$ cat config.mk
export PLATFORM = sky130hd
export DESIGN_NAME = execute_stage
export DESIGN_NICKNAME = d
export VERILOG_FILES = /design/src/verilog/cpu_pkg.sv /design/src/verilog/execute_stage.sv
export SDC_FILE = /design/constraint.sdc
export NUM_CORES = 1
export LEC_CHECK = 0
export BUFFER_PORTS_ARGS = -buffer_cell sky130_fd_sc_hd__buf_4
export CORE_AREA = 2 2 128 80
export CTS_CLUSTER_DIAMETER = 40
export DETAILED_ROUTE_END_ITERATION = 10
export DIE_AREA = 0 0 130 82
export PLACE_DENSITY = 0.71
export SETUP_SLACK_MARGIN = 0.1
export SYNTH_ARGS = -nofsm -noshare
export SYNTH_HDL_FRONTEND = slang
export SYNTH_SLANG_ARGS = --single-unit
$ cat constraint.sdc
create_clock -name clk -period 0.8 [get_ports clk]
set_clock_uncertainty 0.15 [all_clocks]
set_input_delay 0.04 -clock clk [delete_from_list [all_inputs] [get_ports clk]]
set_output_delay 0.04 -clock clk [all_outputs]
set_load 0.05 [all_outputs]
$ cat src/program.hex
// one 16-bit instruction per line, word address 0 first
// opcode in bits 15..11, rs 10..8, rt 7..5, rd 4..2, immediates in the low bits
C105 // 00 lbi r1, 5
C2FD // 01 lbi r2, -3
D94C // 02 add r3, r1, r2
4387 // 03 addi r4, r3, 7
DC70 // 04 add r4, r4, r3
C510 // 05 lbi r5, 0x10
8582 // 06 st r4, [r5+2]
45C1 // 07 addi r6, r5, 1
8E21 // 08 ld r1, [r6+1]
D928 // 09 add r2, r1, r1
9D44 // 0a stu r2, [r5+4]
4560 // 0b addi r3, r5, 0
9D61 // 0c stu r3, [r5+1]
8DDF // 0d ld r6, [r5-1]
6001 // 0e beqz r0, +1 taken
C155 // 0f lbi r1, 0x55 wrong path
6401 // 10 beqz r4, +1 not taken
4121 // 11 addi r1, r1, 1
2001 // 12 j +1
C266 // 13 lbi r2, 0x66 wrong path
3001 // 14 jal +1
C377 // 15 lbi r3, 0x77 wrong path
2F03 // 16 jr r7, +3
C444 // 17 lbi r4, 0x44 wrong path
DF24 // 18 add r1, r7, r1
0000 // 19 halt

$ cat src/verilog/cpu_pkg.sv
package cpu_pkg;

  // datapath and instruction width, every register and memory word is this wide
  localparam int word_w = 16;

  // eight architectural registers need a three bit index
  localparam int reg_w = 3;

  // opcode sits in the top five bits of every instruction
  localparam int op_w = 5;

  // jal always writes its return address here
  localparam logic [reg_w-1:0] link_reg = 3'd7;

  // on-chip memories, both addressed by word
  localparam int imem_depth = 256;
  localparam int dmem_depth = 256;
  localparam int imem_aw = $clog2(imem_depth);
  localparam int dmem_aw = $clog2(dmem_depth);

  // bit positions of the instruction fields
  localparam int op_lsb = 11;
  localparam int rs_lsb = 8;
  localparam int rt_lsb = 5;
  localparam int rd_lsb = 2;

  // immediate field widths, all sign extended from the low bits
  localparam int imm5_w = 5;
  localparam int imm8_w = 8;
  localparam int disp_w = 11;

  // opcodes of the supported subset
  localparam logic [op_w-1:0] op_halt = 5'b00000;
  localparam logic [op_w-1:0] op_j    = 5'b00100;
  localparam logic [op_w-1:0] op_jr   = 5'b00101;
  localparam logic [op_w-1:0] op_jal  = 5'b00110;
  localparam logic [op_w-1:0] op_addi = 5'b01000;
  localparam logic [op_w-1:0] op_beqz = 5'b01100;
  localparam logic [op_w-1:0] op_st   = 5'b10000;
  localparam logic [op_w-1:0] op_ld   = 5'b10001;
  localparam logic [op_w-1:0] op_stu  = 5'b10011;
  localparam logic [op_w-1:0] op_lbi  = 5'b11000;
  localparam logic [op_w-1:0] op_add  = 5'b11011;

  // next pc selection driven by decode
  localparam int pc_src_w = 2;
  localparam logic [pc_src_w-1:0] pc_seq      = 2'b00;
  localparam logic [pc_src_w-1:0] pc_redirect = 2'b10;

  // hex image loaded into the instruction rom
  localparam string rom_file = "/design/src/program.hex";

endpackage

$ cat src/verilog/execute_stage.sv
`timescale 1ns/1ps

module execute_stage (
  input  logic                       clk,
  input  logic                       arst_n,
  input  logic                       id_ex_valid,
  input  logic [cpu_pkg::word_w-1:0] id_ex_ins,
  input  logic [cpu_pkg::word_w-1:0] id_ex_pc,
  input  logic [cpu_pkg::reg_w-1:0]  id_ex_rd,
  input  logic                       id_ex_reg_write,
  input  logic [cpu_pkg::word_w-1:0] id_ex_a,
  input  logic [cpu_pkg::word_w-1:0] id_ex_b,
  input  logic [cpu_pkg::word_w-1:0] id_ex_imm,
  output logic                       ex_mem_valid,
  output logic [cpu_pkg::word_w-1:0] ex_mem_ins,
  output logic [cpu_pkg::reg_w-1:0]  ex_mem_rd,
  output logic [cpu_pkg::reg_w-1:0]  ex_mem_rs,
  output logic                       ex_mem_reg_write,
  output logic [cpu_pkg::word_w-1:0] ex_mem_result,
  output logic [cpu_pkg::word_w-1:0] ex_mem_addr,
  output logic [cpu_pkg::word_w-1:0] ex_mem_store_data
);

  import cpu_pkg::*;

  logic [op_w-1:0]   op;
  logic [word_w-1:0] addr;
  logic [word_w-1:0] result;

  assign op = id_ex_ins[op_lsb +: op_w];

  // ld, st and stu all address memory at base plus offset
  assign addr = id_ex_a + id_ex_imm;

  always_comb begin
    case (op)
      op_add:  result = id_ex_a + id_ex_b;
      op_addi: result = id_ex_a + id_ex_imm;
      op_lbi:  result = id_ex_imm;
      // link address is the word after the jal
      op_jal:  result = id_ex_pc + word_w'(1);
      default: result = '0;
    endcase
  end

  always_ff @(posedge clk or negedge arst_n) begin
    if (!arst_n) begin
      ex_mem_valid     <= 1'b0;
      ex_mem_ins       <= '0;
      ex_mem_reg_write <= 1'b0;
    end else begin
      ex_mem_valid     <= id_ex_valid;
      ex_mem_ins       <= id_ex_ins;
      ex_mem_reg_write <= id_ex_reg_write;
    end
  end

  always_ff @(posedge clk) begin
    ex_mem_rd         <= id_ex_rd;
    ex_mem_rs         <= id_ex_ins[rs_lsb +: reg_w];
    ex_mem_result     <= result;
    ex_mem_addr       <= addr;
    ex_mem_store_data <= id_ex_b;
  end

endmodule

==> results.json, run 1 <==
{
  "drtPass1Iterations": 5,
  "synth_area_mm2": 0.00374,
  "tightestPinTransition_ns": 0.460,
  "ys_seq_area_frac": 0.409,
  "gp_congestion": 0.941,
  "cts_tree": "done",
  "h-tree-depth": 3,
  "cts_buffers": 9,
  "report.final.slew_viol_count": 0,
  "fin_hold_ws_ns": -0.343,
  "pre_cts_ws_ns": -1.41,
  "whs_endpoint": "ex_mem_store_data[0]",
  "synth_largest_area_cell": "dfxtp_1",
  "drive_above_1_share": 0.654,
  "yosysWarnings": 0,
  "routedWlPerCell_um": 21.1,
  "hpwl_mm": 11.6,
  "holdPathStages": 1,
  "clock-sinks": 72,
  "rsz0062_at_grt": "yes",
  "dp.cells": 801,
  "synth-seq-cells": 72,
  "period_needed_ns": 1.85,
  "path_class": "in -> reg",
  "power.internal_mw": 9.69,
  "cts-root-buf": "clkbuf_16",
  "vias": 4969,
  "synth_common_cells": "dfxtp_1, o21ai_0, nand2_1",
  "setup_slack_ns": -1.05,
  "synth_most_common_cell": "dfxtp_1",
  "max_freq_mhz": 540,
  "hold_violations": 37,
  "synth_edf_count": 0,
  "num_rows": 28,
  "coreArea_mm2": 0.00956,
  "power_mw": 14.7,
  "dieHeight_um": 82,
  "critical_path.max_stage_delay_ns": 0.37,
  "holdBufCountCts": 33,
  "holdCritStartpoint": "id_ex_b[0]",
  "diodes": 0,
  "drv_cap": 0,
  "nNetsFinal": 855,
  "synth_area_per_cell_um2": 9.39,
  "fp.dieW_um": 130,
  "stdcell_count": 875,
  "synth_ff_type": "dfxtp_1",
  "period_share": 2.31,
  "crit_path_start_kind": "input pin",
  "grt_max_degree": 19,
  "totalWireLength_mm": 18.4,
  "postRouteAntennaNets": 0,
  "slew_headroom": 0.690,
  "multi_input_area_mm2": 0.00282,
  "clkTransAtPathRegs_ns": 0.06,
  "first_global_vias": 5112,
  "routed_via_density": 5.68,
  "p_sw_frac": 0.341,
  "start_util": 0.392,
  "power_switching_mw": 5.01,
  "synthArstFlopShare": 0.250,
  "setup_viol": 103,
  "synth_top_area_frac": 0.289,
  "cp_cell_sequence": "buf_8 > ha_4 > fa_2 > a211oi_2 > o21ai_1 > a21oi_2 > a211oi_1 > a31o_2 > a221o_1",
  "drt_iter0_markers": 479,
  "crit_path_top_delay_cell": "fa_2",
  "pwr-share-clk": 0.307,
  "syn_inst": 399,
  "violations": "negative hold slack, negative setup slack",
  "endpoint_kind": "register",
  "synth.distinct_cells": 52,
  "p_seq_frac": 0.285,
  "crit_fanout": 3,
  "antenna_found_initial": 0,
  "cp.required_ns": 0.88,
  "io_pins": 159,
  "status": "complete, but fails checks",
  "die_area_mm2": 0.0107,
  "grt_usage": 0.329,
  "syn-num-nets": 519,
  "fill_cells": 477,
  "grt.overflow.total": 0,
  "numPortBuffers": 158,
  "area_growth_pct": 119,
  "peakVddDrop_mv": 1.26,
  "finalSetupTns_ns": -39.07,
  "drc": 0,
  "worstHoldPathType": "in -> reg",
  "yosys-top-cells-area": "dfxtp_1, dfrtp_1, ha_1",
  "p_leak_nw": 3.60,
  "clock_path_buffers": 2,
  "powerDensity_mw_per_mm2": 1790,
  "grt_pass1_wl_mm": 26.4,
  "cp.arrival_ns": 1.93,
  "seqCellArea_mm2": 0.00162,
  "combPwrFrac": 0.408
}
power groups by stage:
stage | registers [mW] | clock network, mW | logic, mW
finish | 4.20 | 4.51 | 6.00
global route | 4.22 | 4.66 | 6.23
CTS | 4.17 | 4.51 | 5.49
detailed placement | 4.15 | 0 | 4.48
global placement | 4.14 | 0 | 4.40
floorplan | 5.29 | 0 | 1.35
final cells by class:
type / count / area share
clock inverter: 6 / 0.0111
sequential: 72 / 0.197
timing repair buffer: 335 / 0.393
clock buffer: 10 / 0.0291
tap: 135 / 0.0206
inverter: 11 / 0.00503
multi-input combinational: 306 / 0.343
cell usage in the layout (no fill, tap or decap), types with 7 or more instances in the layout:
master,n
buf_6,57
o21ai_2,10
o21ai_0,15
xnor2_1,12
buf_4,191
xnor2_2,7
inv_1,9
o21ai_1,8
nand3_1,10
dfxtp_2,53
a21oi_1,12
ha_4,16
nor3_1,8
buf_8,52
dfrtp_2,18
nor2_1,23
nand2_1,27
clkbuf_16,9
dlygate4sd3_1,33
xor2_1,12
ha_1,14
critical path: cells and delay by family:
kind                       cells  cell delay [ns]
AOI/OAI and AO/OA              6             1.24
adders and majority gates      2             0.53
buffers and inverters          1             0.11
state kept, by name, indices dropped and copies added (netlist names):
| name | flops |
|---|---|
| ex_mem_addr | 16 |
| ex_mem_ins | 16 |
| ex_mem_rd | 3 |
| ex_mem_reg_write | 1 |
| ex_mem_result | 16 |
| ex_mem_rs | 3 |
| ex_mem_store_data | 16 |
| ex_mem_valid | 1 |
timing repair:
action / 4_1_cts / 5_1_grt
hold endpoints to repair: 73 / 17
gates cloned: 0 / 0
buffers inserted: 21 / 19
gates resized for setup: 191 / 53
pin swaps: 57 / 47
endpoints found under the setup margin: 103 / 103
per-layer routing:
metal	wire, um	vias up	GRT usage
met4	732	0	0.119
met2	8710	342	0.557
met5	0	-	0
met3	1700	83	0.0788
met1	7280	2399	0.414
li1	-	2145	-
kinds of logic after synthesis:
family                   share of synthesized area
AND/OR/NAND/NOR                              0.153
flip-flops                                   0.409
AO/OA/AOI/OAI                                0.206
multiplexers                                0.0137
XOR/XNOR                                    0.0819
buffers and inverters                       0.0227
adder cells (fa/ha/maj)                      0.114
worst max-delay path by stage:
| stage | startpoint | end | slack (ns) | cells past startpoint |
|---|---|---|---|---|
| 2_1_floorplan | id_ex_a[0] | ex_mem_result[12] | -1.11 | 8 |
| 3_3_place_gp | id_ex_a[0] | ex_mem_result[12] | -1.35 | 10 |
| 3_5_place_dp | id_ex_a[0] | ex_mem_result[12] | -1.41 | 10 |
| 4_1_cts | id_ex_a[0] | ex_mem_result[12] | -0.94 | 9 |
| 5_1_grt | id_ex_a[0] | ex_mem_result[12] | -1.08 | 9 |
| 6_report | id_ex_a[0] | ex_mem_result[12] | -1.05 | 9 |
through the flow:
stage / instance area [um^2] / utilization
after global routing: 8210 / 0.858
after detailed placement: 6340 / 0.663
after CTS: 7930 / 0.830
after floorplan: 4150 / -
final: 8210 / 0.858
after global placement: 6340 / 0.663
(Power assumes the default switching activity.)
==> run 2: changes to the inputs <==
- PLACE_DENSITY: 0.71 -> 0.68
- REMOVE_ABC_BUFFERS: not set -> 1
- clock period: 0.8 -> 2.3 ns (I/O delays scaled with it)
==> results.json, run 2 (synthesis gave the netlist of run 1 again) <==
{
  "numPortBuffers": 158,
  "vias": 4085,
  "crit_path_start_kind": "input pin",
  "drt_iter0_markers": 316,
  "nNetsFinal": 761,
  "powerDensity_mw_per_mm2": 704,
  "wl_met3_mm": 1.31,
  "drtPass1Iterations": 5,
  "drive_above_1_share": 0.328,
  "drt-met1-wl_mm": 6.48,
  "design_area_mm2": 0.00615,
  "slew_headroom": 0.701,
  "grt.overflow.total": 0,
  "fp.dieW_um": 130,
  "cp.arrival_ns": 2.26,
  "num_rows": 28,
  "hold_violations": 1,
  "crit_fanout": 8,
  "first_global_vias": 3806,
  "rsz0062_at_grt": "yes",
  "grt_max_degree": 19,
  "p_sw_frac": 0.336,
  "endpoint_kind": "register",
  "drc": 0,
  "fin_hold_ws_ns": -0.0574,
  "top_layer": "met4",
  "routedWlPerCell_um": 17.1,
  "report.final.slew_viol_count": 0,
  "timing.critical_path.buf_inv": 2,
  "met2_length_mm": 5.44,
  "status": "complete, but fails checks",
  "die_area_mm2": 0.0107,
  "cp.required_ns": 2.37,
  "grt_pass1_wl_mm": 20.2,
  "p_seq_frac": 0.324,
  "cts-root-buf": "clkbuf_16",
  "coreArea_mm2": 0.00956,
  "clkTransAtPathRegs_ns": 0.06,
  "p_leak_nw": 2.81,
  "totalWireLength_mm": 13.3,
  "period_share": 0.952,
  "area_growth_pct": 64.1,
  "max_freq_mhz": 457,
  "cp_top_family": "buffers and inverters",
  "finalSetupTns_ns": 0,
  "io_pins": 159,
  "power.internal_mw": 2.87,
  "antenna_found_initial": 0,
  "cts_buffers": 9,
  "dp.cells": 711,
  "power_mw": 4.33,
  "combPwrFrac": 0.324,
  "power_switching_mw": 1.46,
  "pre_cts_ws_ns": -0.176,
  "start_util": 0.392,
  "clock-sinks": 72,
  "worstHoldPathType": "in -> reg",
  "violations": "negative hold slack",
  "utilization": 0.643,
  "cts_tree": "done",
  "grt_usage": 0.253,
  "h-tree-depth": 3,
  "path_class": "in -> reg",
  "cp_cell_sequence": "dlygate4sd3_1 > buf_4 > ha_1 > nand3b_1 > o21ai_0 > a221oi_1 > o21ai_0 > or3_1",
  "diodes": 0,
  "layout_common_cells": "buf_4, dfxtp_1, dlygate4sd3_1",
  "tightestPinTransition_ns": 0.448,
  "clock_path_buffers": 2,
  "gp_congestion": 0.925,
  "routed_via_density": 5.23,
  "peakVddDrop_mv": 0.498,
  "pwr-share-clk": 0.352,
  "dieHeight_um": 82,
  "drv_cap": 0,
  "place_area_mm2": 0.00527,
  "setup_slack_ns": 0.112,
  "cpMostUsedCell": "o21ai_0",
  "period_needed_ns": 2.19,
  "postCtsSetupBuffers": 0,
  "setup_viol": 0,
  "critical_path.max_stage_delay_ns": 0.53,
  "stdcell_count": 781,
  "postRouteAntennaNets": 0,
  "crit_path_top_delay_cell": "dlygate4sd3_1",
  "final_common_cell": "buf_4",
  "hpwl_mm": 10.1
}
-- run 2: cell count changes in the layout (fill, tap and decap cells not counted), sizes merged --
cell / delta
dlygate4sd3: +21
inv: +1
clkbuf: -1
buf: -115
-- run 2: path summary, 6_finish.rpt --
check                        startpoint                 to  slack [ns]  cells past startpoint
min in group asynchronous        arst_n   ex_mem_reg_write        0.04                      2
hold / removal             id_ex_imm[0]   ex_mem_result[0]       -0.06                      4
setup / recovery            id_ex_b[13]  ex_mem_result[13]        0.11                      8
max in group asynchronous        arst_n     ex_mem_ins[10]        1.78                      2
-- run 2: timing repair --
item                                   4_1_cts  5_1_grt
endpoints found under the hold margin       73        2
hold buffers                                52        2
setup endpoints to repair                    0        5
resized for setup                            0        3
-- run 2: power groups by stage --
| stage | combinational [mW] | sequential, mW | clock (mW) |
|---|---|---|---|
| global placement | 1.29 | 1.43 | 0 |
| detailed placement | 1.30 | 1.43 | 0 |
| CTS | 1.38 | 1.40 | 1.55 |
| floorplan | 0.393 | 1.81 | 0 |
| global route | 1.48 | 1.41 | 1.60 |
| finish | 1.40 | 1.40 | 1.53 |
-- run 2: routing by layer --
metal / vias to the layer above / GRT usage
met5: - / 0
met4: 0 / 0.0624
met3: 10 / 0.0704
met2: 233 / 0.374
met1: 1888 / 0.365
li1: 1954 / -
-- run 2: final cells by class --
cell class,count,area [um^2]
Clock buffer,9,225
Timing Repair Buffer,241,1940
Sequential cell,72,1530
Clock inverter,7,103
Fill cell,786,3420
Tap cell,135,169
Multi-Input combinational cell,306,2130
Inverter,11,41.3
-- run 2: worst min-delay path: stages --
cell and delay [ns]:
buf_4 0.09, nand2_1 0.04, o21ai_0 0.06, a221o_1 0.10
