===== src/program.hex =====
// one 16-bit instruction per line, word address 0 first
// opcode in bits 15..11, rs 10..8, rt 7..5, rd 4..2, immediates in the low bits
C105 // 00 lbi r1, 5
C2FD // 01 lbi r2, -3
D94C // 02 add r3, r1, r2
4387 // 03 addi r4, r3, 7
DC70 // 04 add r4, r4, r3
C510 // 05 lbi r5, 0x10
8582 // 06 st r4, [r5+2]
45C1 // 07 addi r6, r5, 1
8E21 // 08 ld r1, [r6+1]
D928 // 09 add r2, r1, r1
9D44 // 0a stu r2, [r5+4]
4560 // 0b addi r3, r5, 0
9D61 // 0c stu r3, [r5+1]
8DDF // 0d ld r6, [r5-1]
6001 // 0e beqz r0, +1 taken
C155 // 0f lbi r1, 0x55 wrong path
6401 // 10 beqz r4, +1 not taken
4121 // 11 addi r1, r1, 1
2001 // 12 j +1
C266 // 13 lbi r2, 0x66 wrong path
3001 // 14 jal +1
C377 // 15 lbi r3, 0x77 wrong path
2F03 // 16 jr r7, +3
C444 // 17 lbi r4, 0x44 wrong path
DF24 // 18 add r1, r7, r1
0000 // 19 halt


===== src/verilog/cpu_pkg.sv =====
package cpu_pkg;

  // datapath and instruction width, every register and memory word is this wide
  localparam int word_w = 16;

  // eight architectural registers need a three bit index
  localparam int reg_w = 3;

  // opcode sits in the top five bits of every instruction
  localparam int op_w = 5;

  // jal always writes its return address here
  localparam logic [reg_w-1:0] link_reg = 3'd7;

  // on-chip memories, both addressed by word
  localparam int imem_depth = 256;
  localparam int dmem_depth = 256;
  localparam int imem_aw = $clog2(imem_depth);
  localparam int dmem_aw = $clog2(dmem_depth);

  // bit positions of the instruction fields
  localparam int op_lsb = 11;
  localparam int rs_lsb = 8;
  localparam int rt_lsb = 5;
  localparam int rd_lsb = 2;

  // immediate field widths, all sign extended from the low bits
  localparam int imm5_w = 5;
  localparam int imm8_w = 8;
  localparam int disp_w = 11;

  // opcodes of the supported subset
  localparam logic [op_w-1:0] op_halt = 5'b00000;
  localparam logic [op_w-1:0] op_j    = 5'b00100;
  localparam logic [op_w-1:0] op_jr   = 5'b00101;
  localparam logic [op_w-1:0] op_jal  = 5'b00110;
  localparam logic [op_w-1:0] op_addi = 5'b01000;
  localparam logic [op_w-1:0] op_beqz = 5'b01100;
  localparam logic [op_w-1:0] op_st   = 5'b10000;
  localparam logic [op_w-1:0] op_ld   = 5'b10001;
  localparam logic [op_w-1:0] op_stu  = 5'b10011;
  localparam logic [op_w-1:0] op_lbi  = 5'b11000;
  localparam logic [op_w-1:0] op_add  = 5'b11011;

  // next pc selection driven by decode
  localparam int pc_src_w = 2;
  localparam logic [pc_src_w-1:0] pc_seq      = 2'b00;
  localparam logic [pc_src_w-1:0] pc_redirect = 2'b10;

  // hex image loaded into the instruction rom
  localparam string rom_file = "/design/src/program.hex";

endpackage


===== src/verilog/decode_stage.sv =====
`timescale 1ns/1ps

module decode_stage (
  input  logic                         clk,
  input  logic                         arst_n,
  input  logic [cpu_pkg::word_w-1:0]   if_ins,
  input  logic [cpu_pkg::word_w-1:0]   if_pc,
  input  logic                         if_valid,
  input  logic                         stall_decode,
  input  logic                         wb_en,
  input  logic [cpu_pkg::reg_w-1:0]    wb_reg,
  input  logic [cpu_pkg::word_w-1:0]   wb_data,
  output logic [cpu_pkg::reg_w-1:0]    dec_rs,
  output logic [cpu_pkg::reg_w-1:0]    dec_rt,
  output logic [cpu_pkg::pc_src_w-1:0] pc_source,
  output logic [cpu_pkg::word_w-1:0]   target,
  output logic                         halt_seen,
  output logic                         id_ex_valid,
  output logic [cpu_pkg::word_w-1:0]   id_ex_ins,
  output logic [cpu_pkg::word_w-1:0]   id_ex_pc,
  output logic [cpu_pkg::reg_w-1:0]    id_ex_rd,
  output logic                         id_ex_reg_write,
  output logic [cpu_pkg::word_w-1:0]   id_ex_a,
  output logic [cpu_pkg::word_w-1:0]   id_ex_b,
  output logic [cpu_pkg::word_w-1:0]   id_ex_imm
);

  import cpu_pkg::*;

  logic [word_w-1:0] regs [2**reg_w];
  logic [op_w-1:0]   op;
  logic [word_w-1:0] rd_a;
  logic [word_w-1:0] rd_b;
  logic [word_w-1:0] imm5_ext;
  logic [word_w-1:0] imm8_ext;
  logic [word_w-1:0] disp_ext;
  logic [word_w-1:0] imm_sel;
  logic [word_w-1:0] next_pc;
  logic [reg_w-1:0]  dest;
  logic              writes;
  logic              take;
  logic              issue;
  logic              halt_q;

  // rs is always bits 10 to 8, and rt doubles as the store data source of st and stu
  assign op     = if_ins[op_lsb +: op_w];
  assign dec_rs = if_ins[rs_lsb +: reg_w];
  assign dec_rt = if_ins[rt_lsb +: reg_w];

  // writeback lands in the same cycle that decode reads, so bypass it around the array
  assign rd_a = (wb_en && (wb_reg == dec_rs)) ? wb_data : regs[dec_rs];
  assign rd_b = (wb_en && (wb_reg == dec_rt)) ? wb_data : regs[dec_rt];

  assign imm5_ext = {{(word_w-imm5_w){if_ins[imm5_w-1]}}, if_ins[imm5_w-1:0]};
  assign imm8_ext = {{(word_w-imm8_w){if_ins[imm8_w-1]}}, if_ins[imm8_w-1:0]};
  assign disp_ext = {{(word_w-disp_w){if_ins[disp_w-1]}}, if_ins[disp_w-1:0]};
  assign next_pc  = if_pc + word_w'(1);

  // only a real instruction with its operands settled may move on
  assign issue = if_valid && !stall_decode;

  always_comb begin
    dest    = if_ins[rt_lsb +: reg_w];
    writes  = 1'b0;
    imm_sel = imm5_ext;
    take    = 1'b0;
    target  = next_pc;
    case (op)
      op_add: begin
        dest   = if_ins[rd_lsb +: reg_w];
        writes = 1'b1;
      end
      op_addi, op_ld: writes = 1'b1;
      op_lbi: begin
        dest    = dec_rs;
        writes  = 1'b1;
        imm_sel = imm8_ext;
      end
      op_beqz: begin
        imm_sel = imm8_ext;
        take    = (rd_a == '0);
        target  = next_pc + imm8_ext;
      end
      op_j: begin
        imm_sel = disp_ext;
        take    = 1'b1;
        target  = next_pc + disp_ext;
      end
      op_jal: begin
        dest    = link_reg;
        writes  = 1'b1;
        imm_sel = disp_ext;
        take    = 1'b1;
        target  = next_pc + disp_ext;
      end
      op_jr: begin
        imm_sel = imm8_ext;
        take    = 1'b1;
        target  = rd_a + imm8_ext;
      end
      // st and stu keep imm5 and write nothing here since stu's rs update is tracked by opcode
      default: writes = 1'b0;
    endcase
  end

  assign pc_source = (issue && take) ? pc_redirect : pc_seq;

  // halt freezes fetch the cycle it issues and for the rest of the run
  assign halt_seen = halt_q || (issue && (op == op_halt));

  always_ff @(posedge clk or negedge arst_n) begin
    if (!arst_n) begin
      halt_q <= 1'b0;
    end else if (issue && (op == op_halt)) begin
      halt_q <= 1'b1;
    end
  end

  always_ff @(posedge clk or negedge arst_n) begin
    if (!arst_n) begin
      for (int i = 0; i < 2**reg_w; i++) begin
        regs[i] <= '0;
      end
    end else if (wb_en) begin
      regs[wb_reg] <= wb_data;
    end
  end

  // in the control half of ID/EX a stall sends a bubble down to execute
  always_ff @(posedge clk or negedge arst_n) begin
    if (!arst_n) begin
      id_ex_valid     <= 1'b0;
      id_ex_ins       <= '0;
      id_ex_reg_write <= 1'b0;
    end else if (!issue) begin
      id_ex_valid     <= 1'b0;
      id_ex_ins       <= '0;
      id_ex_reg_write <= 1'b0;
    end else begin
      id_ex_valid     <= 1'b1;
      id_ex_ins       <= if_ins;
      id_ex_reg_write <= writes;
    end
  end

  always_ff @(posedge clk) begin
    id_ex_pc  <= if_pc;
    id_ex_rd  <= dest;
    id_ex_a   <= rd_a;
    id_ex_b   <= rd_b;
    id_ex_imm <= imm_sel;
  end

endmodule


===== config.mk =====
export PLATFORM = sky130hd
export DESIGN_NAME = decode_stage
export DESIGN_NICKNAME = d
export VERILOG_FILES = /design/src/verilog/cpu_pkg.sv /design/src/verilog/decode_stage.sv
export SDC_FILE = /design/constraint.sdc
export NUM_CORES = 1
export LEC_CHECK = 0
export BUFFER_PORTS_ARGS = -buffer_cell sky130_fd_sc_hd__buf_2
export CAP_MARGIN = 20
export CORE_MARGIN = 1.5
export CORE_UTILIZATION = 50
export CTS_CLUSTER_DIAMETER = 80
export CTS_CLUSTER_SIZE = 40
export DETAILED_ROUTE_END_ITERATION = 10
export GPL_TIMING_DRIVEN = 0
export PLACE_DENSITY_LB_ADDON = 0.08
export SLEW_MARGIN = 10
export SYNTH_ARGS = -nofsm -noshare
export SYNTH_HDL_FRONTEND = slang
export SYNTH_SLANG_ARGS = --single-unit

===== constraint.sdc =====
create_clock -name clk -period 18.2 [get_ports clk]
set_clock_uncertainty 0.05 [all_clocks]
set_input_delay 5.46 -clock clk [delete_from_list [all_inputs] [get_ports clk]]
set_output_delay 5.46 -clock clk [all_outputs]
set_load 0.01 [all_outputs]

==> out/metrics.cfg, run 1 <==
[outcome]
run_status=finished clean

[timing]
slew_viol_final=0
rsz0062_at_grt=no
fin_tns_setup_ns=0
min_period_over_period=0.871
period_minus_slack_ns=15.86
hold_viol=0
slew_headroom=0.283
fmax_mhz=63.1
worst_slew_pin_slew_ns=1.06
setup_viol=0

[cts]
path_clk_slew_ns=0.11
clock_latency_ns=0.50
cts_setup_buffers=0
cts_buffer_depth=3
cts_tree=yes
cts_root_buffer=clkbuf_16
numClockSinks=209
holdBufCountCts=0
cts_buffers=14
cts_max_level=1
post_cts_resize_count=0

[route]
ant_nets=0
drc=0
first_pass_iters=5
wl_um=30100
vias=8148
via_per_inst=5.85
wl_per_cell_um=21.6
drt_iter0_markers=455

[global_route]
grt-ovfl-total=0
grt_max_degree=107
grt_usage=0.261
grt_pass1_wl_um=46700
antenna_found_initial=1
grt_pass1_vias=8185

[critical_path]
path_common_cell=buf_2
path_cells=buf_2 -> buf_2 -> clkbuf_1 -> mux4_2 -> mux2i_1 -> nand2_1 -> o21ai_0 -> o21ai_0 -> ha_1 -> a211oi_1 -> o21ai_1 -> a41oi_1 -> a21oi_1 -> a221o_1 -> a21oi_1 -> xor2_1 -> a221o_1 -> buf_2
cp_max_fo=10
r2r_start=regs[100]$_DFFE_PN0P_
critPathCaptureType=output port
crit_required_ns=12.69
cp_slowest_stage_delay_ns=0.60
r2r_cells=5
cp-start-kind=primary input
r2r-end=id_ex_a[4]$_DFF_P_
r2r_slack_ns=16.38
slowest_stage=clkbuf_1
critical_path_arrival_ns=10.35
worst-setup-path-type=in -> out
startpoint=if_ins[9]

[floorplan]
dieArea_um2=23500
die_h_um=153
rows=54
start_util=0.513
core_area_um2=22000
io_pins=166
die_x_um=153

[synthesis]
synth_ff_type=dfrtp_1
synth.most_common_cell=dfrtp_1
syn_nets=1035
synth-edff-count=0
ys_seq_area_frac=0.436
synth_cell_types=58
yosys-top-cells-count=dfrtp_1, mux2_2, mux4_2, dfxtp_1, nor2_1
yosysWarnings=0
syn_area_um2=11300
synth_cells=943
syn-mean-instance-area_um2=12.0
ys_top_cells_by_area=dfrtp_1, mux4_2, mux2_2, dfxtp_1, ha_1
synth_top_cell_by_area=dfrtp_1
synth-seq-cells=209
synth_top_area_frac=0.326
synth-async-reset-ratio=0.703

[cells_and_area]
fin_util=0.585
final_nets=1197
area_delta_synth_final_pct=14.2
final_layout_size_suffix_gt1_frac=0.365

[power]
p_leak_nw=5.80
ir_drop_v=0.0000568
p_per_area_nw_per_um2=101
power_mw=1.31

[min_path]
hp-start=halt_q$_DFFE_PN0P_
hold_depth=1
hold_class=reg -> reg
min_to=halt_q$_DFFE_PN0P_

[run]
cap_violations=0

[placement]
routabilityCongestion=0.869
dp_hpwl_um=21200
port-buffer-count=145

==> flip-flops by register name (all words and copies together), names as in the netlist <==
signal	cells
regs	128
id_ex_a	16
id_ex_imm	11
id_ex_pc	16
id_ex_rd	3
id_ex_valid	1
id_ex_reg_write	1
halt_q	1
id_ex_b	16
id_ex_ins	16
==> worst max-delay path by stage <==
stage / slack, ns / to / depth (start not counted)
floorplan: 3.81 / target[15] / 16
global placement: 2.34 / target[15] / 18
detailed placement: 2.36 / target[15] / 18
CTS: 2.34 / target[15] / 18
global route: 2.01 / target[15] / 17
finish: 2.34 / target[15] / 18
==> per-layer routing <==
layer | track usage | share of wire | up-vias | routed length, µm
met2 | 0.438 | 0.48 | 269 | 14300
li1 | - | - | 3758 | -
met1 | 0.344 | 0.43 | 4057 | 12900
met3 | 0.0414 | 0.062 | 64 | 1870
met5 | 0 | 0 | - | 0
met4 | 0.0915 | 0.032 | 0 | 951
==> cell families after synthesis <==
family	after synthesis	synth area share
flops	209	0.436
buf+inv	102	0.0418
compound gates	137	0.0752
simple gates	179	0.0795
mux	228	0.287
xor+xnor	51	0.0395
fa+ha+maj	36	0.0412
other cells	1	0.000332
==> metrics by stage <==
step                worst slack [ns]  cell area, µm²  hold WS [ns]  instances
floorplan                       3.81           11300         0.393        943
global placement                2.34           12400         0.403       1368
detailed placement              2.36           12400         0.410       1369
CTS                             2.34           12900         0.437       1393
global route                    2.01           12900         0.482       1394
finish                          2.34           12900         0.433       1394
==> final cells by class <==
| cell class | count | area [µm²] |
|---|---|---|
| diodes | 1 | 2.50 |
| plain buffers | 77 | 378 |
| clock buffers | 16 | 379 |
| clock inverters | 8 | 95.1 |
| fillers | 1843 | 9130 |
| inverters | 25 | 93.8 |
| multi-input cells | 632 | 5910 |
| flip-flops and latches | 209 | 4920 |
| well taps | 280 | 350 |
| repair buffers | 146 | 763 |
==> placed cells by master, fill, tap and decap left out, types with 8 or more instances in the layout <==
| master | synthesis | routed |
|---|---|---|
| buf_2 | 12 | 156 |
| dfrtp_1 | 147 | 147 |
| mux2_2 | 126 | 126 |
| mux4_2 | 64 | 64 |
| dfxtp_1 | 62 | 62 |
| nor2_1 | 50 | 50 |
| nand2_1 | 46 | 46 |
| a21oi_1 | 45 | 45 |
| clkbuf_1 | 42 | 43 |
| mux2i_1 | 38 | 38 |
| o21ai_0 | 34 | 34 |
| ha_1 | 34 | 34 |
| xnor2_1 | 32 | 32 |
| inv_1 | 25 | 25 |
| xor2_1 | 19 | 19 |
| and2_1 | 18 | 18 |
| nand3_1 | 17 | 17 |
| buf_4 | 17 | 17 |
| clkbuf_16 | 0 | 15 |
| a22oi_1 | 10 | 10 |
| nand4_1 | 9 | 9 |
| nor3_1 | 10 | 8 |
| a21o_1 | 8 | 8 |
==> worst max-delay path, delay by kind of cell <==
kind / cells / cell delay (ns)
muxes: 2 / 0.56
buffers and inverters: 4 / 1.17
AOI/OAI and AO/OA: 9 / 2.60
and+or+nand+nor: 1 / 0.06
xor gates and xnor gates: 1 / 0.09
adders and majority gates: 1 / 0.37
==> where the power goes <==
group | leakage, nW | total (mW) | switching [mW] | internal, mW
Sequential | 2.32 | 0.601 | 0.0487 | 0.553
Combinational | 3.25 | 0.359 | 0.172 | 0.187
Clock | 0.233 | 0.346 | 0.175 | 0.171
Total | 5.80 | 1.31 | 0.396 | 0.910
(Power assumes the default switching activity.)
==> run 2: changes to the inputs <==
- BUFFER_PORTS_ARGS: -buffer_cell sky130_fd_sc_hd__buf_2 -> not set
- DONT_BUFFER_PORTS: not set -> 1
==> run 2 against run 1 <==
Net effect: clock power increased by 3%; core utilization decreased by 3.3 points; fmax increased by 1.8%; non-clock buffer count decreased by 146; register-to-register slack improved by 0.06 ns; die area unchanged.
==> out/metrics.cfg, run 2 (synthesis gave the netlist of run 1 again) <==
[cts]
cts_setup_buffers=0
path_clk_slew_ns=0.10
cts_buffers=14
clock_latency_ns=0.51
cts_tree=yes
cts_root_buffer=clkbuf_16
holdBufCountCts=0
numClockSinks=209
cts_max_level=1
cts_buffer_depth=3
post_cts_resize_count=0

[timing]
fmax_mhz=64.2
hold_viol=0
slew_headroom=0.292
min_period_over_period=0.856
fin_tns_setup_ns=0
worst_slew_pin_slew_ns=1.06
rsz0062_at_grt=no
period_minus_slack_ns=15.57
worst_slack_ns=2.63
slew_viol_final=0
setup_viol=0

[min_path]
hold_class=reg -> reg

[route]
drt_iter0_markers=498
wl_um=29600
wl_per_cell_um=23.7
via_per_inst=6.02
drc=0
ant_nets=0
vias=7517
first_pass_iters=5

[critical_path]
cp-start-kind=primary input
slowest_stage=clkbuf_1
cp_max_fo=10
path_cells=buf_2 -> clkbuf_1 -> mux4_2 -> mux2i_1 -> nand2_1 -> o21ai_0 -> o21ai_0 -> ha_1 -> a211oi_1 -> o21ai_1 -> a41oi_1 -> a21oi_1 -> a221o_1 -> a21oi_1 -> xor2_1 -> a221o_1
crit_required_ns=12.69
crit_buf_inv=2
cp_slowest_stage_delay_ns=0.65
critPathCaptureType=output port
worst-setup-path-type=in -> out
critical_path_arrival_ns=10.06
crit_family=compound AO/OA/AOI/OAI gates

[cells_and_area]
area_delta_synth_final_pct=7.71
final_layout_size_suffix_gt1_frac=0.269
final_cells=1248
fin_util=0.552
fillers=1918
layout_commonest_cell=dfrtp_1
mostFrequentLayoutCells=dfrtp_1, mux2_2, mux4_2
largest_reg_flops=128
top_register=regs
final_nets=1051

[power]
p_leak_nw=5.19
ir_drop_v=0.0000577
p_per_area_nw_per_um2=105
power_mw=1.27

[outcome]
run_status=finished clean

[run]
cap_violations=0

[floorplan]
io_pins=166
rows=54
die_h_um=153
start_util=0.513
core_area_um2=22000
die_x_um=153
dieArea_um2=23500

[placement]
port-buffer-count=0
routabilityCongestion=0.847
dp_hpwl_um=20700
dp_cells=1223
post-place-ws_ns=2.63

[global_route]
antenna_found_initial=1
grt_pass1_wl_um=45200
grt_usage=0.255
grt-ovfl-total=0
grt_pass1_vias=7577
grt_max_degree=148

## run 2: cell count changes in the layout (fill, tap and decap cells not counted)
cell       before  now
clkinv_2        1    0
bufinv_16       1    0
clkinv_8        0    2
buf_16          1    0
clkinv_4        2    0
inv_16          0    2
buf_2         156   12
buf_8           1    0
inv_4           0    1
clkbuf_16      15   16
inv_6           3    1
## run 2: power breakdown
part	internal, mW	leakage (nW)	total (mW)	switching (mW)
Sequential	0.553	2.32	0.620	0.0663
Combinational	0.161	2.63	0.296	0.134
Clock	0.172	0.248	0.358	0.186
## run 2: worst register-to-register path, cell delays in order, from the launching register on
cell and delay, ns:
dfrtp_1 0.40, mux4_2 0.48, mux2i_1 0.14, nand2_1 0.06, o21ai_0 0.39, inv_1 0.09
## run 2: layout make-up
class / count / area, µm² / share of cell area
flip-flops and latches: 209 / 4920 / 0.404
diodes: 1 / 2.50 / 0.000206
inverters: 25 / 93.8 / 0.00771
clock buffers: 17 / 404 / 0.0332
clock inverters: 7 / 104 / 0.00854
plain buffers: 77 / 378 / 0.0311
well taps: 280 / 350 / 0.0288
multi-input cells: 632 / 5910 / 0.486
## run 2: metal layers
layer | global-route usage | vias up | wire (µm)
met1 | 0.341 | 3775 | 12900
met3 | 0.0431 | 40 | 1650
met2 | 0.428 | 235 | 14400
met5 | 0 | - | 0
li1 | - | 3467 | -
met4 | 0.0747 | 0 | 709
## run 2: per-stage QoR
step                hold slack, ns  instance area (µm²)
floorplan                    0.393                11300
global placement             0.402                11600
detailed placement           0.415                11700
CTS                          0.437                12200
global route                 0.443                12200
finish                       0.435                12200
## run 2: worst paths after layout
check	start	endpoint	cells past startpoint	slack (ns)
max	if_ins[9]	target[15]	16	2.63
min	halt_q$_DFFE_PN0P_	halt_q$_DFFE_PN0P_	1	0.43
max reg2reg	regs[73]$_DFFE_PN0P_	id_ex_a[9]$_DFF_P_	5	16.44
min reg2reg	halt_q$_DFFE_PN0P_	halt_q$_DFFE_PN0P_	1	0.43
max in group asynchronous	arst_n	regs[23]$_DFFE_PN0P_	0	13.24
min in group asynchronous	arst_n	id_ex_ins[4]$_DFF_PN0_	0	4.61
