$ cat config.mk
export PLATFORM = sky130hd
export DESIGN_NAME = hazard_det
export DESIGN_NICKNAME = d
export VERILOG_FILES = /design/src/verilog/cpu_pkg.sv /design/src/verilog/hazard_det.sv
export SDC_FILE = /design/constraint.sdc
export NUM_CORES = 1
export LEC_CHECK = 0
export ABC_AREA = 1
export ABC_CLOCK_PERIOD_IN_PS = 1100
export BUFFER_PORTS_ARGS = -buffer_cell sky130_fd_sc_hd__buf_4
export CAP_MARGIN = 15
export CORE_MARGIN = 4
export CORE_UTILIZATION = 36
export DETAILED_ROUTE_END_ITERATION = 8
export PLACE_DENSITY = 0.95
export SLEW_MARGIN = 25
export SYNTH_ARGS = -nofsm -noshare
export SYNTH_HDL_FRONTEND = slang
export SYNTH_SLANG_ARGS = --single-unit
$ cat constraint.sdc
create_clock -name vclk -period 1.1
set_clock_uncertainty 0.05 [all_clocks]
set_input_delay 0.22 -clock vclk [all_inputs]
set_output_delay 0.22 -clock vclk [all_outputs]
set_load 0.02 [all_outputs]
$ cat src/program.hex
// one 16-bit instruction per line, word address 0 first
// opcode in bits 15..11, rs 10..8, rt 7..5, rd 4..2, immediates in the low bits
C105 // 00 lbi r1, 5
C2FD // 01 lbi r2, -3
D94C // 02 add r3, r1, r2
4387 // 03 addi r4, r3, 7
DC70 // 04 add r4, r4, r3
C510 // 05 lbi r5, 0x10
8582 // 06 st r4, [r5+2]
45C1 // 07 addi r6, r5, 1
8E21 // 08 ld r1, [r6+1]
D928 // 09 add r2, r1, r1
9D44 // 0a stu r2, [r5+4]
4560 // 0b addi r3, r5, 0
9D61 // 0c stu r3, [r5+1]
8DDF // 0d ld r6, [r5-1]
6001 // 0e beqz r0, +1 taken
C155 // 0f lbi r1, 0x55 wrong path
6401 // 10 beqz r4, +1 not taken
4121 // 11 addi r1, r1, 1
2001 // 12 j +1
C266 // 13 lbi r2, 0x66 wrong path
3001 // 14 jal +1
C377 // 15 lbi r3, 0x77 wrong path
2F03 // 16 jr r7, +3
C444 // 17 lbi r4, 0x44 wrong path
DF24 // 18 add r1, r7, r1
0000 // 19 halt

$ cat src/verilog/cpu_pkg.sv
package cpu_pkg;

  // datapath and instruction width, every register and memory word is this wide
  localparam int word_w = 16;

  // eight architectural registers need a three bit index
  localparam int reg_w = 3;

  // opcode sits in the top five bits of every instruction
  localparam int op_w = 5;

  // jal always writes its return address here
  localparam logic [reg_w-1:0] link_reg = 3'd7;

  // on-chip memories, both addressed by word
  localparam int imem_depth = 256;
  localparam int dmem_depth = 256;
  localparam int imem_aw = $clog2(imem_depth);
  localparam int dmem_aw = $clog2(dmem_depth);

  // bit positions of the instruction fields
  localparam int op_lsb = 11;
  localparam int rs_lsb = 8;
  localparam int rt_lsb = 5;
  localparam int rd_lsb = 2;

  // immediate field widths, all sign extended from the low bits
  localparam int imm5_w = 5;
  localparam int imm8_w = 8;
  localparam int disp_w = 11;

  // opcodes of the supported subset
  localparam logic [op_w-1:0] op_halt = 5'b00000;
  localparam logic [op_w-1:0] op_j    = 5'b00100;
  localparam logic [op_w-1:0] op_jr   = 5'b00101;
  localparam logic [op_w-1:0] op_jal  = 5'b00110;
  localparam logic [op_w-1:0] op_addi = 5'b01000;
  localparam logic [op_w-1:0] op_beqz = 5'b01100;
  localparam logic [op_w-1:0] op_st   = 5'b10000;
  localparam logic [op_w-1:0] op_ld   = 5'b10001;
  localparam logic [op_w-1:0] op_stu  = 5'b10011;
  localparam logic [op_w-1:0] op_lbi  = 5'b11000;
  localparam logic [op_w-1:0] op_add  = 5'b11011;

  // next pc selection driven by decode
  localparam int pc_src_w = 2;
  localparam logic [pc_src_w-1:0] pc_seq      = 2'b00;
  localparam logic [pc_src_w-1:0] pc_redirect = 2'b10;

  // hex image loaded into the instruction rom
  localparam string rom_file = "/design/src/program.hex";

endpackage

$ cat src/verilog/hazard_det.sv
`timescale 1ns/1ps

module hazard_det (
  input  logic [cpu_pkg::reg_w-1:0]    dec_rs,
  input  logic [cpu_pkg::reg_w-1:0]    dec_rt,
  input  logic [cpu_pkg::reg_w-1:0]    id_ex_rd,
  input  logic                         id_ex_reg_write,
  input  logic [cpu_pkg::reg_w-1:0]    ex_mem_rd,
  input  logic [cpu_pkg::reg_w-1:0]    ex_mem_rs,
  input  logic                         ex_mem_reg_write,
  input  logic [cpu_pkg::word_w-1:0]   id_ex_ins,
  input  logic [cpu_pkg::word_w-1:0]   ex_mem_ins,
  input  logic [cpu_pkg::pc_src_w-1:0] pc_source,
  output logic                         stall_decode,
  output logic                         flush_fetch
);

  import cpu_pkg::*;

  logic [op_w-1:0]  id_ex_op;
  logic [op_w-1:0]  ex_mem_op;
  logic [reg_w-1:0] id_ex_base;
  logic             ex_hit;
  logic             mem_hit;
  logic             stu_hit;

  assign id_ex_op   = id_ex_ins[op_lsb +: op_w];
  assign ex_mem_op  = ex_mem_ins[op_lsb +: op_w];
  assign id_ex_base = id_ex_ins[rs_lsb +: reg_w];

  // producer in execute or memory writes a register that decode wants to read
  assign ex_hit  = id_ex_reg_write && ((id_ex_rd == dec_rs) || (id_ex_rd == dec_rt));
  assign mem_hit = ex_mem_reg_write && ((ex_mem_rd == dec_rs) || (ex_mem_rd == dec_rt));

  // stu writes its base register back, so it is tracked by opcode and rs
  assign stu_hit = ((id_ex_op == op_stu) && ((id_ex_base == dec_rs) || (id_ex_base == dec_rt)))
                || ((ex_mem_op == op_stu) && ((ex_mem_rs == dec_rs) || (ex_mem_rs == dec_rt)));

  // without forwarding the only cure is to hold decode until writeback
  assign stall_decode = ex_hit || mem_hit || stu_hit;

  // a taken control transfer kills the instruction behind it in fetch
  assign flush_fetch = (pc_source == pc_redirect);

endmodule

==> summary.txt, run 1 <==
Outcome
  – Status: complete, but fails checks
  – Violated checks: negative setup slack

Worst setup path
  – Crit end category: output port
  – Largest fanout on the critical path: 5
  – Crit path arrival time: 1.00 ns
  – Setup Crit Path Kind: in2out
  – Crit path launch type: input port
  – Worst path required time: ~0.83 ns

Synthesis
  – Syn Inst Count: 107
  – Syn Area/Cell: 4.42 µm²
  – Syn nets: 158
  – Seq/Total Area, Yosys: 0%
  – Mapped Area: 473 µm²
  – Top cells by area, synth: nand2_1 (51%), inv_1 (15%), xnor2_1 (13%)
  – Post-synth top area share: 50.8%
  – Synth top cells by count: nand2_1 (64), inv_1 (19), nand3_1 (8), xnor2_1 (7), inv_2 (4)
  – Cell variety after synth: 9
  – Post-synth top area cell: nand2_1
  – Synth warn: 0
  – Cell with the most instances after synthesis: nand2_1

Global routing
  – Initial antenna violation count: 0
  – Global-route wire length before repair: 2830 µm
  – Largest net degree at the start of global routing: 6
  – Total GRT Usage: 17.9%
  – Congestion Overflow GR: 0
  – Vias in the first global route: between 600 and 700

Min path
  – Hold crit path type: in2out

Placement
  – Number of buffers inserted by port buffering: 34
  – DP Wirelength: roughly 1300 µm
  – GP Congestion: between 0.7 and 0.8
  – Placed cell count: 153

Timing
  – Tcrit/Tclk final: 116%
  – TNS Setup: -0.173 ns
  – Setup ws final: -0.173 ns
  – Max frequency: 785 MHz
  – Final Hold Fails: 0
  – # setup viols final: 1
  – Max-slew violations: 0
  – RSZ-0062 raised after global routing: true
  – Fin Hold WS: 0.644 ns
  – Final min period: 1.27 ns
  – Max-slew headroom: between 80% and 90%
  – Worst slew pin tran: 0.218 ns

Final layout
  – # clk buffers: 0
  – Area Overhead vs Synth: 93.7%
  – Number of sequential cells: 0
  – Storage element area: 0 µm²
  – Share of cells above drive strength 1: 49.6%
  – Fin cells: 153
  – Antenna fix cells: 0
  – Final core occ: 78.2%
  – Nets: 192
  – Layout fillers: 84

Pwr
  – PD cells: 388 nW/µm²
  – Power consumption: between 0.3 and 0.4 mW
  – Leak pwr: 0.561 nW
  – VDD IR max: 197 µV

Job
  – Max-cap viol count: 0

Drt
  – Routed len/inst: about 11 µm
  – Drt first pass iters: 4
  – Detail Route Antenna Nets: 0
  – DR vias/cell: 4.82
  – Final WL: 1750 µm
  – Starting DRC count in detailed routing: 22
  – Via count: around 740
  – # DRC: 0

Floorplan
  – Die area: 1960 µm²
  – Rows: 12
  – I/O pins: 53
  – Initial Util: 40.4%
  – DIE HEIGHT: roughly 44 µm
  – Die X: 44.2 µm
  – Core area: 1170 µm²

CTS
  – Postcts setup bufs: 0
  – Cts hold-fix bufs: 0
cell usage in the layout (no fill, tap or decap), types with 2 or more instances in the layout:
cell type  Yosys  final
buf_12         0      2
buf_4          0     21
buf_6          2      8
buf_8          0      3
inv_1         19      8
inv_2          4      9
inv_4          0      3
inv_6          0      2
nand2_1       64     52
nand2_2        0     11
nand3_1        8      7
xnor2_2        0      6
kinds of logic (layout without fill, tap and decap cells):
logic type    count (synthesis)  after routing  share of synthesized area, %
simple gates                 75             75                          64.0
xor+xnor                      7              7                          13.0
buf+inv                      25             57                          23.0
timing repair:
item | in CTS | in global routing
pin swaps | 18 | 25
gates cloned | 0 | 0
hold endpoints to repair | 0 | 0
resized for setup | 38 | 23
setup endpoints to repair | 1 | 1
final timing paths:
kind / from / to / slack [ns] / depth (start not counted)
setup / recovery: dec_rt[0] / stall_decode / -0.17 / 11
hold / removal: pc_source[0] / flush_fetch / 0.64 / 3
cell type report:
class,instances,area [µm²],area share (%)
repair buffers,34,333,36.3
inverters,23,116,12.7
well taps,14,17.5,1.91
multi-input cells,82,449,49.0
worst max-delay path, cell delays in order:
cell and delay, ns:
buf_8 0.11, inv_4 0.05, nand2_2 0.04, nand2_1 0.06
nand3_1 0.07, nand2_1 0.08, nand2_1 0.05, nand2_1 0.09
inv_1 0.05, nand2_2 0.06, buf_6 0.11
layer usage:
| layer | GRT usage (%) | routed length (µm) | part of all wire (%) | vias to the layer above |
|---|---|---|---|---|
| met4 | 2.41 | 14 | 0.80 | 0 |
| met1 | 21.1 | 606 | 35 | 328 |
| met2 | 35.5 | 992 | 57 | 32 |
| met5 | 0 | 0 | 0 | - |
| li1 | - | - | - | 376 |
| met3 | 1.22 | 135 | 7.7 | 2 |
per-stage QoR:
step | worst slack, ns | instance area, µm²
final | -0.173 | 916
after global routing | -0.243 | 916
after CTS | -0.137 | 858
after detailed placement | -0.198 | 726
after global placement | -0.177 | 726
after floorplan | 0.00663 | 475
power by group:
| group | internal (mW) | total, mW | switching, mW |
|---|---|---|---|
| Sequential | 0 | 0 | 0 |
| Combinational | 0.192 | 0.356 | 0.163 |
| Clock | 0 | 0 | 0 |
No activity file was read; power rests on OpenSTA's default activity.
==> inputs of run 2 (changes only) <==
--- a/config.mk
+++ b/config.mk
@@ -13,6 +13,7 @@
 export CORE_UTILIZATION = 36
 export DETAILED_ROUTE_END_ITERATION = 8
 export PLACE_DENSITY = 0.95
+export RECOVER_POWER = 100
 export SLEW_MARGIN = 25
 export SYNTH_ARGS = -nofsm -noshare
 export SYNTH_HDL_FRONTEND = slang
==> summary.txt, run 2 (same netlist as run 1, synthesis figures left out) <==
Outcome
  – Status: complete, but fails checks
  – Violated checks: negative setup slack

Min path
  – Hold crit path type: in2out

Timing
  – Max frequency: 785 MHz (unchanged)
  – # setup viols final: 1 (unchanged)
  – Tcrit/Tclk final: 116% (unchanged)
  – RSZ-0062 raised after global routing: true
  – Fin Hold WS: 0.652 ns (+0.00804 ns)
  – Setup ws final: -0.173 ns (unchanged)
  – Worst slew pin tran: 0.252 ns (+0.0340 ns)
  – Max-slew violations: 0 (unchanged)
  – TNS Setup: -0.173 ns (unchanged)
  – Final min period: 1.27 ns (unchanged)
  – Final Hold Fails: 0 (unchanged)
  – Max-slew headroom: 83.3% (-2.1 points)

Final layout
  – Number of sequential cells: 0 (unchanged)
  – Antenna fix cells: 0 (unchanged)
  – Most frequent cells in the layout: nand2_1 (52), buf_4 (20), nand2_2 (11), inv_2 (9)
  – Area Overhead vs Synth: 92.9%
  – Fin cells: 153 (unchanged)
  – Nets: 192 (unchanged)
  – Layout fillers: 84 (unchanged)
  – Most common cell after layout, fill and taps aside: nand2_1
  – Share of cells above drive strength 1: 48.9% (-0.72 points)
  – Storage element area: 0 µm² (unchanged)
  – # clk buffers: 0 (unchanged)

Drt
  – Starting DRC count in detailed routing: 22 (unchanged)
  – Drt first pass iters: 4 (unchanged)
  – # DRC: 0 (unchanged)
  – Routed len/inst: 11.4 µm (-0.34%)
  – Final WL: 1740 µm (-0.34%)
  – Via count: 740 (+0.27%)
  – Detail Route Antenna Nets: 0 (unchanged)
  – DR vias/cell: 4.84 (+0.27%)

Worst setup path
  – CP Cell Sequence: buf_8 -> inv_4 -> nand2_2 -> nand2_1 -> nand3_1 -> nand2_1 -> nand2_1 -> nand2_1 -> inv_1 -> nand2_2 -> buf_6
  – Crit path launch type: input port
  – Slowest stage delay, CP: 0.11 ns (about the same)
  – Worst path required time: 0.83 ns (about the same)
  – CP dominant cell by count: nand2_1
  – Critical-path top delay cell: buf_8
  – Crit end category: output port
  – Crit path arrival time: 1.00 ns (about the same)
  – Setup Crit Path Kind: in2out
  – Largest fanout on the critical path: 5 (unchanged)

Floorplan
  – Rows: 12 (unchanged)
  – Core area: 1170 µm² (unchanged)
  – DIE HEIGHT: 44.2 µm (unchanged)
  – Die area: 1960 µm² (unchanged)
  – Initial Util: 40.4% (unchanged)
  – I/O pins: 53 (unchanged)
  – Die X: 44.2 µm (unchanged)

CTS
  – Postcts setup bufs: 0 (unchanged)

Job
  – Max-cap viol count: 0 (unchanged)

Pwr
  – PD cells: 388 nW/µm² (about the same)
  – Power consumption: 0.354 mW (-0.50%)
  – VDD IR max: 197 µV (about the same)
  – Leak pwr: 0.557 nW (-0.70%)

Global routing
  – Largest net degree at the start of global routing: 6 (unchanged)
  – Congestion Overflow GR: 0 (unchanged)
  – Vias in the first global route: 696 (unchanged)
  – Global-route wire length before repair: 2830 µm (unchanged)
  – Total GRT Usage: 17.9% (unchanged)
  – Initial antenna violation count: 0 (unchanged)

Placement
  – Placed cell count: 153 (unchanged)
  – Number of buffers inserted by port buffering: 34 (unchanged)
  – GP Congestion: 0.786 (unchanged)
  – DP Wirelength: 1280 µm (unchanged)
[run 2: changes by cell type in the layout (fill, tap and decap cells not counted), sizes merged]
cell and delta:
clkbuf +1, buf -1
[run 2: area by class of cell]
| cell class | instances | area, µm² | area share (%) |
|---|---|---|---|
| tap | 14 | 17.5 | 1.92 |
| inverter | 23 | 116 | 12.8 |
| multi-input combinational | 82 | 449 | 49.2 |
| timing repair buffer | 34 | 329 | 36.1 |
[run 2: critical path, delay by kind of cell]
| family | cells | cell delay, ns |
|---|---|---|
| AND/OR/NAND/NOR | 7 | 0.45 |
| buffers and inverters | 4 | 0.32 |
[run 2: power breakdown]
| part | leakage [nW] | switching (mW) | internal, mW |
|---|---|---|---|
| logic | 0.557 | 0.163 | 0.191 |
| registers | 0 | 0 | 0 |
| clock network | 0 | 0 | 0 |
[run 2: final timing paths]
kind	start	end	slack, ns	cells after the start
max	dec_rt[0]	stall_decode	-0.17	11
min	pc_source[0]	flush_fetch	0.65	3
[run 2: layer usage]
layer	GRT usage [%]	vias up	share of wire (%)
li1	-	376	-
met1	21.1	330	34
met2	35.5	32	57
met3	1.22	2	7.6
met4	2.41	0	0.80
met5	0	-	0
[run 2: through the flow]
| step | cell area [µm²] | util [%] | setup slack (ns) |
|---|---|---|---|
| floorplan | 475 | - | 0.00663 |
| global placement | 726 | 62.0 | -0.177 |
| detailed placement | 726 | 62.0 | -0.198 |
| CTS | 858 | 73.3 | -0.137 |
| global route | 912 | 77.9 | -0.243 |
| finish | 912 | 77.9 | -0.173 |
[run 2: what timing repair did]
item,4_1_cts,5_1_grt
hold buffers,0,0
pin swaps,18,25
endpoints found under the setup margin,1,1
gates resized for setup,38,23
==> inputs of run 3 (changes only) <==
==> constraint.sdc (replaced) <==
create_clock -name vclk -period 1.1
set_clock_uncertainty 0.05 [all_clocks]
set_input_delay 0.22 -clock vclk [all_inputs]
set_output_delay 0.22 -clock vclk [all_outputs]
set_load 0.1 [all_outputs]
==> summary.txt, run 3 (same netlist as run 1, synthesis figures left out) <==
Global routing
  – Congestion Overflow GR: 0 (unchanged)
  – Vias in the first global route: 696 (unchanged)
  – Total GRT Usage: 17.8% (-0.18 points)
  – Global-route wire length before repair: 2810 µm (-0.74%)
  – Largest net degree at the start of global routing: 6 (unchanged)
  – Initial antenna violation count: 0 (unchanged)

Final layout
  – # clk buffers: 0 (unchanged)
  – Share of cells above drive strength 1: 61.2% (+12 points)
  – Storage element area: 0 µm² (unchanged)
  – Antenna fix cells: 0 (unchanged)
  – Most frequent cells in the layout: nand2_1 (44), nand2_2 (17), buf_4 (16), inv_2 (12), buf_6 (11)
  – Fin area: 1050 µm² (+15%)
  – Fin cells: 153 (unchanged)
  – Most common cell after layout, fill and taps aside: nand2_1
  – Area Overhead vs Synth: 121%
  – Final core occ: 89.4% (+12 points)
  – Nets: 192 (unchanged)
  – Number of sequential cells: 0 (unchanged)

Timing
  – Max-slew violations: 0 (unchanged)
  – Max-slew headroom: 76.0% (-7.3 points)
  – Max frequency: 690 MHz (-12%)
  – Setup ws final: -0.350 ns (-0.177 ns)
  – TNS Setup: -0.350 ns (-0.177 ns)
  – Final Hold Fails: 0 (unchanged)
  – Tcrit/Tclk final: 132% (+16 points)
  – Final min period: 1.45 ns (+0.177 ns)
  – RSZ-0062 raised after global routing: true
  – # setup viols final: 1 (unchanged)
  – Worst slew pin tran: 0.357 ns (+0.106 ns)

Placement
  – Number of buffers inserted by port buffering: 34 (unchanged)
  – Placed Area: 769 µm² (+6.0%)
  – GP Congestion: 0.816 (+3.8%)
  – DP Wirelength: 1360 µm (+6.4%)
  – Placed cell count: 153 (unchanged)

Pwr
  – Leak pwr: 0.587 nW (+5.4%)
  – Power consumption: 0.490 mW (+38%)
  – PD cells: 467 nW/µm² (+20%)
  – VDD IR max: 271 µV (+37%)

Drt
  – Final WL: 2650 µm (+52%)
  – Starting DRC count in detailed routing: 55 (+150%)
  – Via count: 853 (+15%)
  – # DRC: 0 (unchanged)
  – DR vias/cell: 5.58 (+15%)
  – Detail Route Antenna Nets: 0 (unchanged)
  – Drt first pass iters: 4 (unchanged)
  – Routed len/inst: 17.3 µm (+52%)

Outcome
  – Status: complete, but fails checks
  – Violated checks: negative setup slack

Floorplan
  – Rows: 12 (unchanged)
  – Die area: 1960 µm² (unchanged)
  – I/O pins: 53 (unchanged)
  – Initial Util: 40.4% (unchanged)
  – Die X: 44.2 µm (unchanged)
  – DIE HEIGHT: 44.2 µm (unchanged)
  – Core area: 1170 µm² (unchanged)

Worst setup path
  – Crit end category: output port
  – Crit path arrival time: 1.18 ns (+0.18 ns)
  – Crit path launch type: input port
  – Worst path required time: 0.83 ns (about the same)
  – Largest fanout on the critical path: 1 (-4)
  – Setup Crit Path Kind: in2out

Min path
  – Hold endpoint: flush_fetch
  – Hold Crit Depth: 3 (unchanged)
  – Hold crit path type: in2out
  – Hold_sp: pc_source[0]

CTS
  – Cts hold-fix bufs: 0 (unchanged)

Job
  – Max-cap viol count: 0 (unchanged)
## run 3: cell count changes in the layout (fill, tap and decap cells not counted), sizes merged
| cell | previous run | this run |
|---|---|---|
| clkinv | 1 | 2 |
| inv | 22 | 21 |
## run 3: how the worst max path moves through the flow
stage / from / to / slack (ns)
after global placement: dec_rs[1] / stall_decode / -0.36
after floorplan: dec_rs[2] / stall_decode / -0.07
after detailed placement: dec_rs[1] / stall_decode / -0.42
after global routing: ex_mem_ins[14] / stall_decode / -0.52
final: ex_mem_ins[14] / stall_decode / -0.35
after CTS: dec_rt[1] / stall_decode / -0.24
## run 3: what timing repair did
action / in CTS / in global routing
endpoints found under the setup margin: 1 / 1
pin swaps: 18 / 37
setup buffers: 0 / 0
resized for setup: 24 / 58
## run 3: cell type report
type / count / area (µm²)
multi-input combinational: 82 / 547
timing repair buffer: 34 / 362
fill: 57 / 124
inverter: 23 / 121
tap: 14 / 17.5
## run 3: where the power goes
group / leakage (nW) / internal, mW / total (mW) / switching [mW]
logic: 0.587 / 0.234 / 0.490 / 0.255
registers: 0 / 0 / 0 / 0
clock network: 0 / 0 / 0 / 0
## run 3: stage by stage
step                worst slack [ns]  hold WS, ns
floorplan                    -0.0694        0.492
global placement              -0.361        0.731
detailed placement            -0.424        0.732
CTS                           -0.240        0.733
global route                  -0.515        0.787
finish                        -0.350        0.776
## run 3: worst max-delay path: stages
cell	delay (ns)
buf_4	0.11
nor4_1	0.37
nand2_1	0.11
nand2_1	0.08
inv_2	0.06
nand2_8	0.07
buf_12	0.16
## run 3: layer usage
layer | global-route usage [%] | share of wire [%] | vias to the layer above
li1 | - | - | 377
met1 | 22.4 | 35 | 362
met2 | 35.2 | 49 | 84
met3 | 0 | 7.4 | 30
met4 | 0 | 8.7 | 0
met5 | 0 | 0 | -
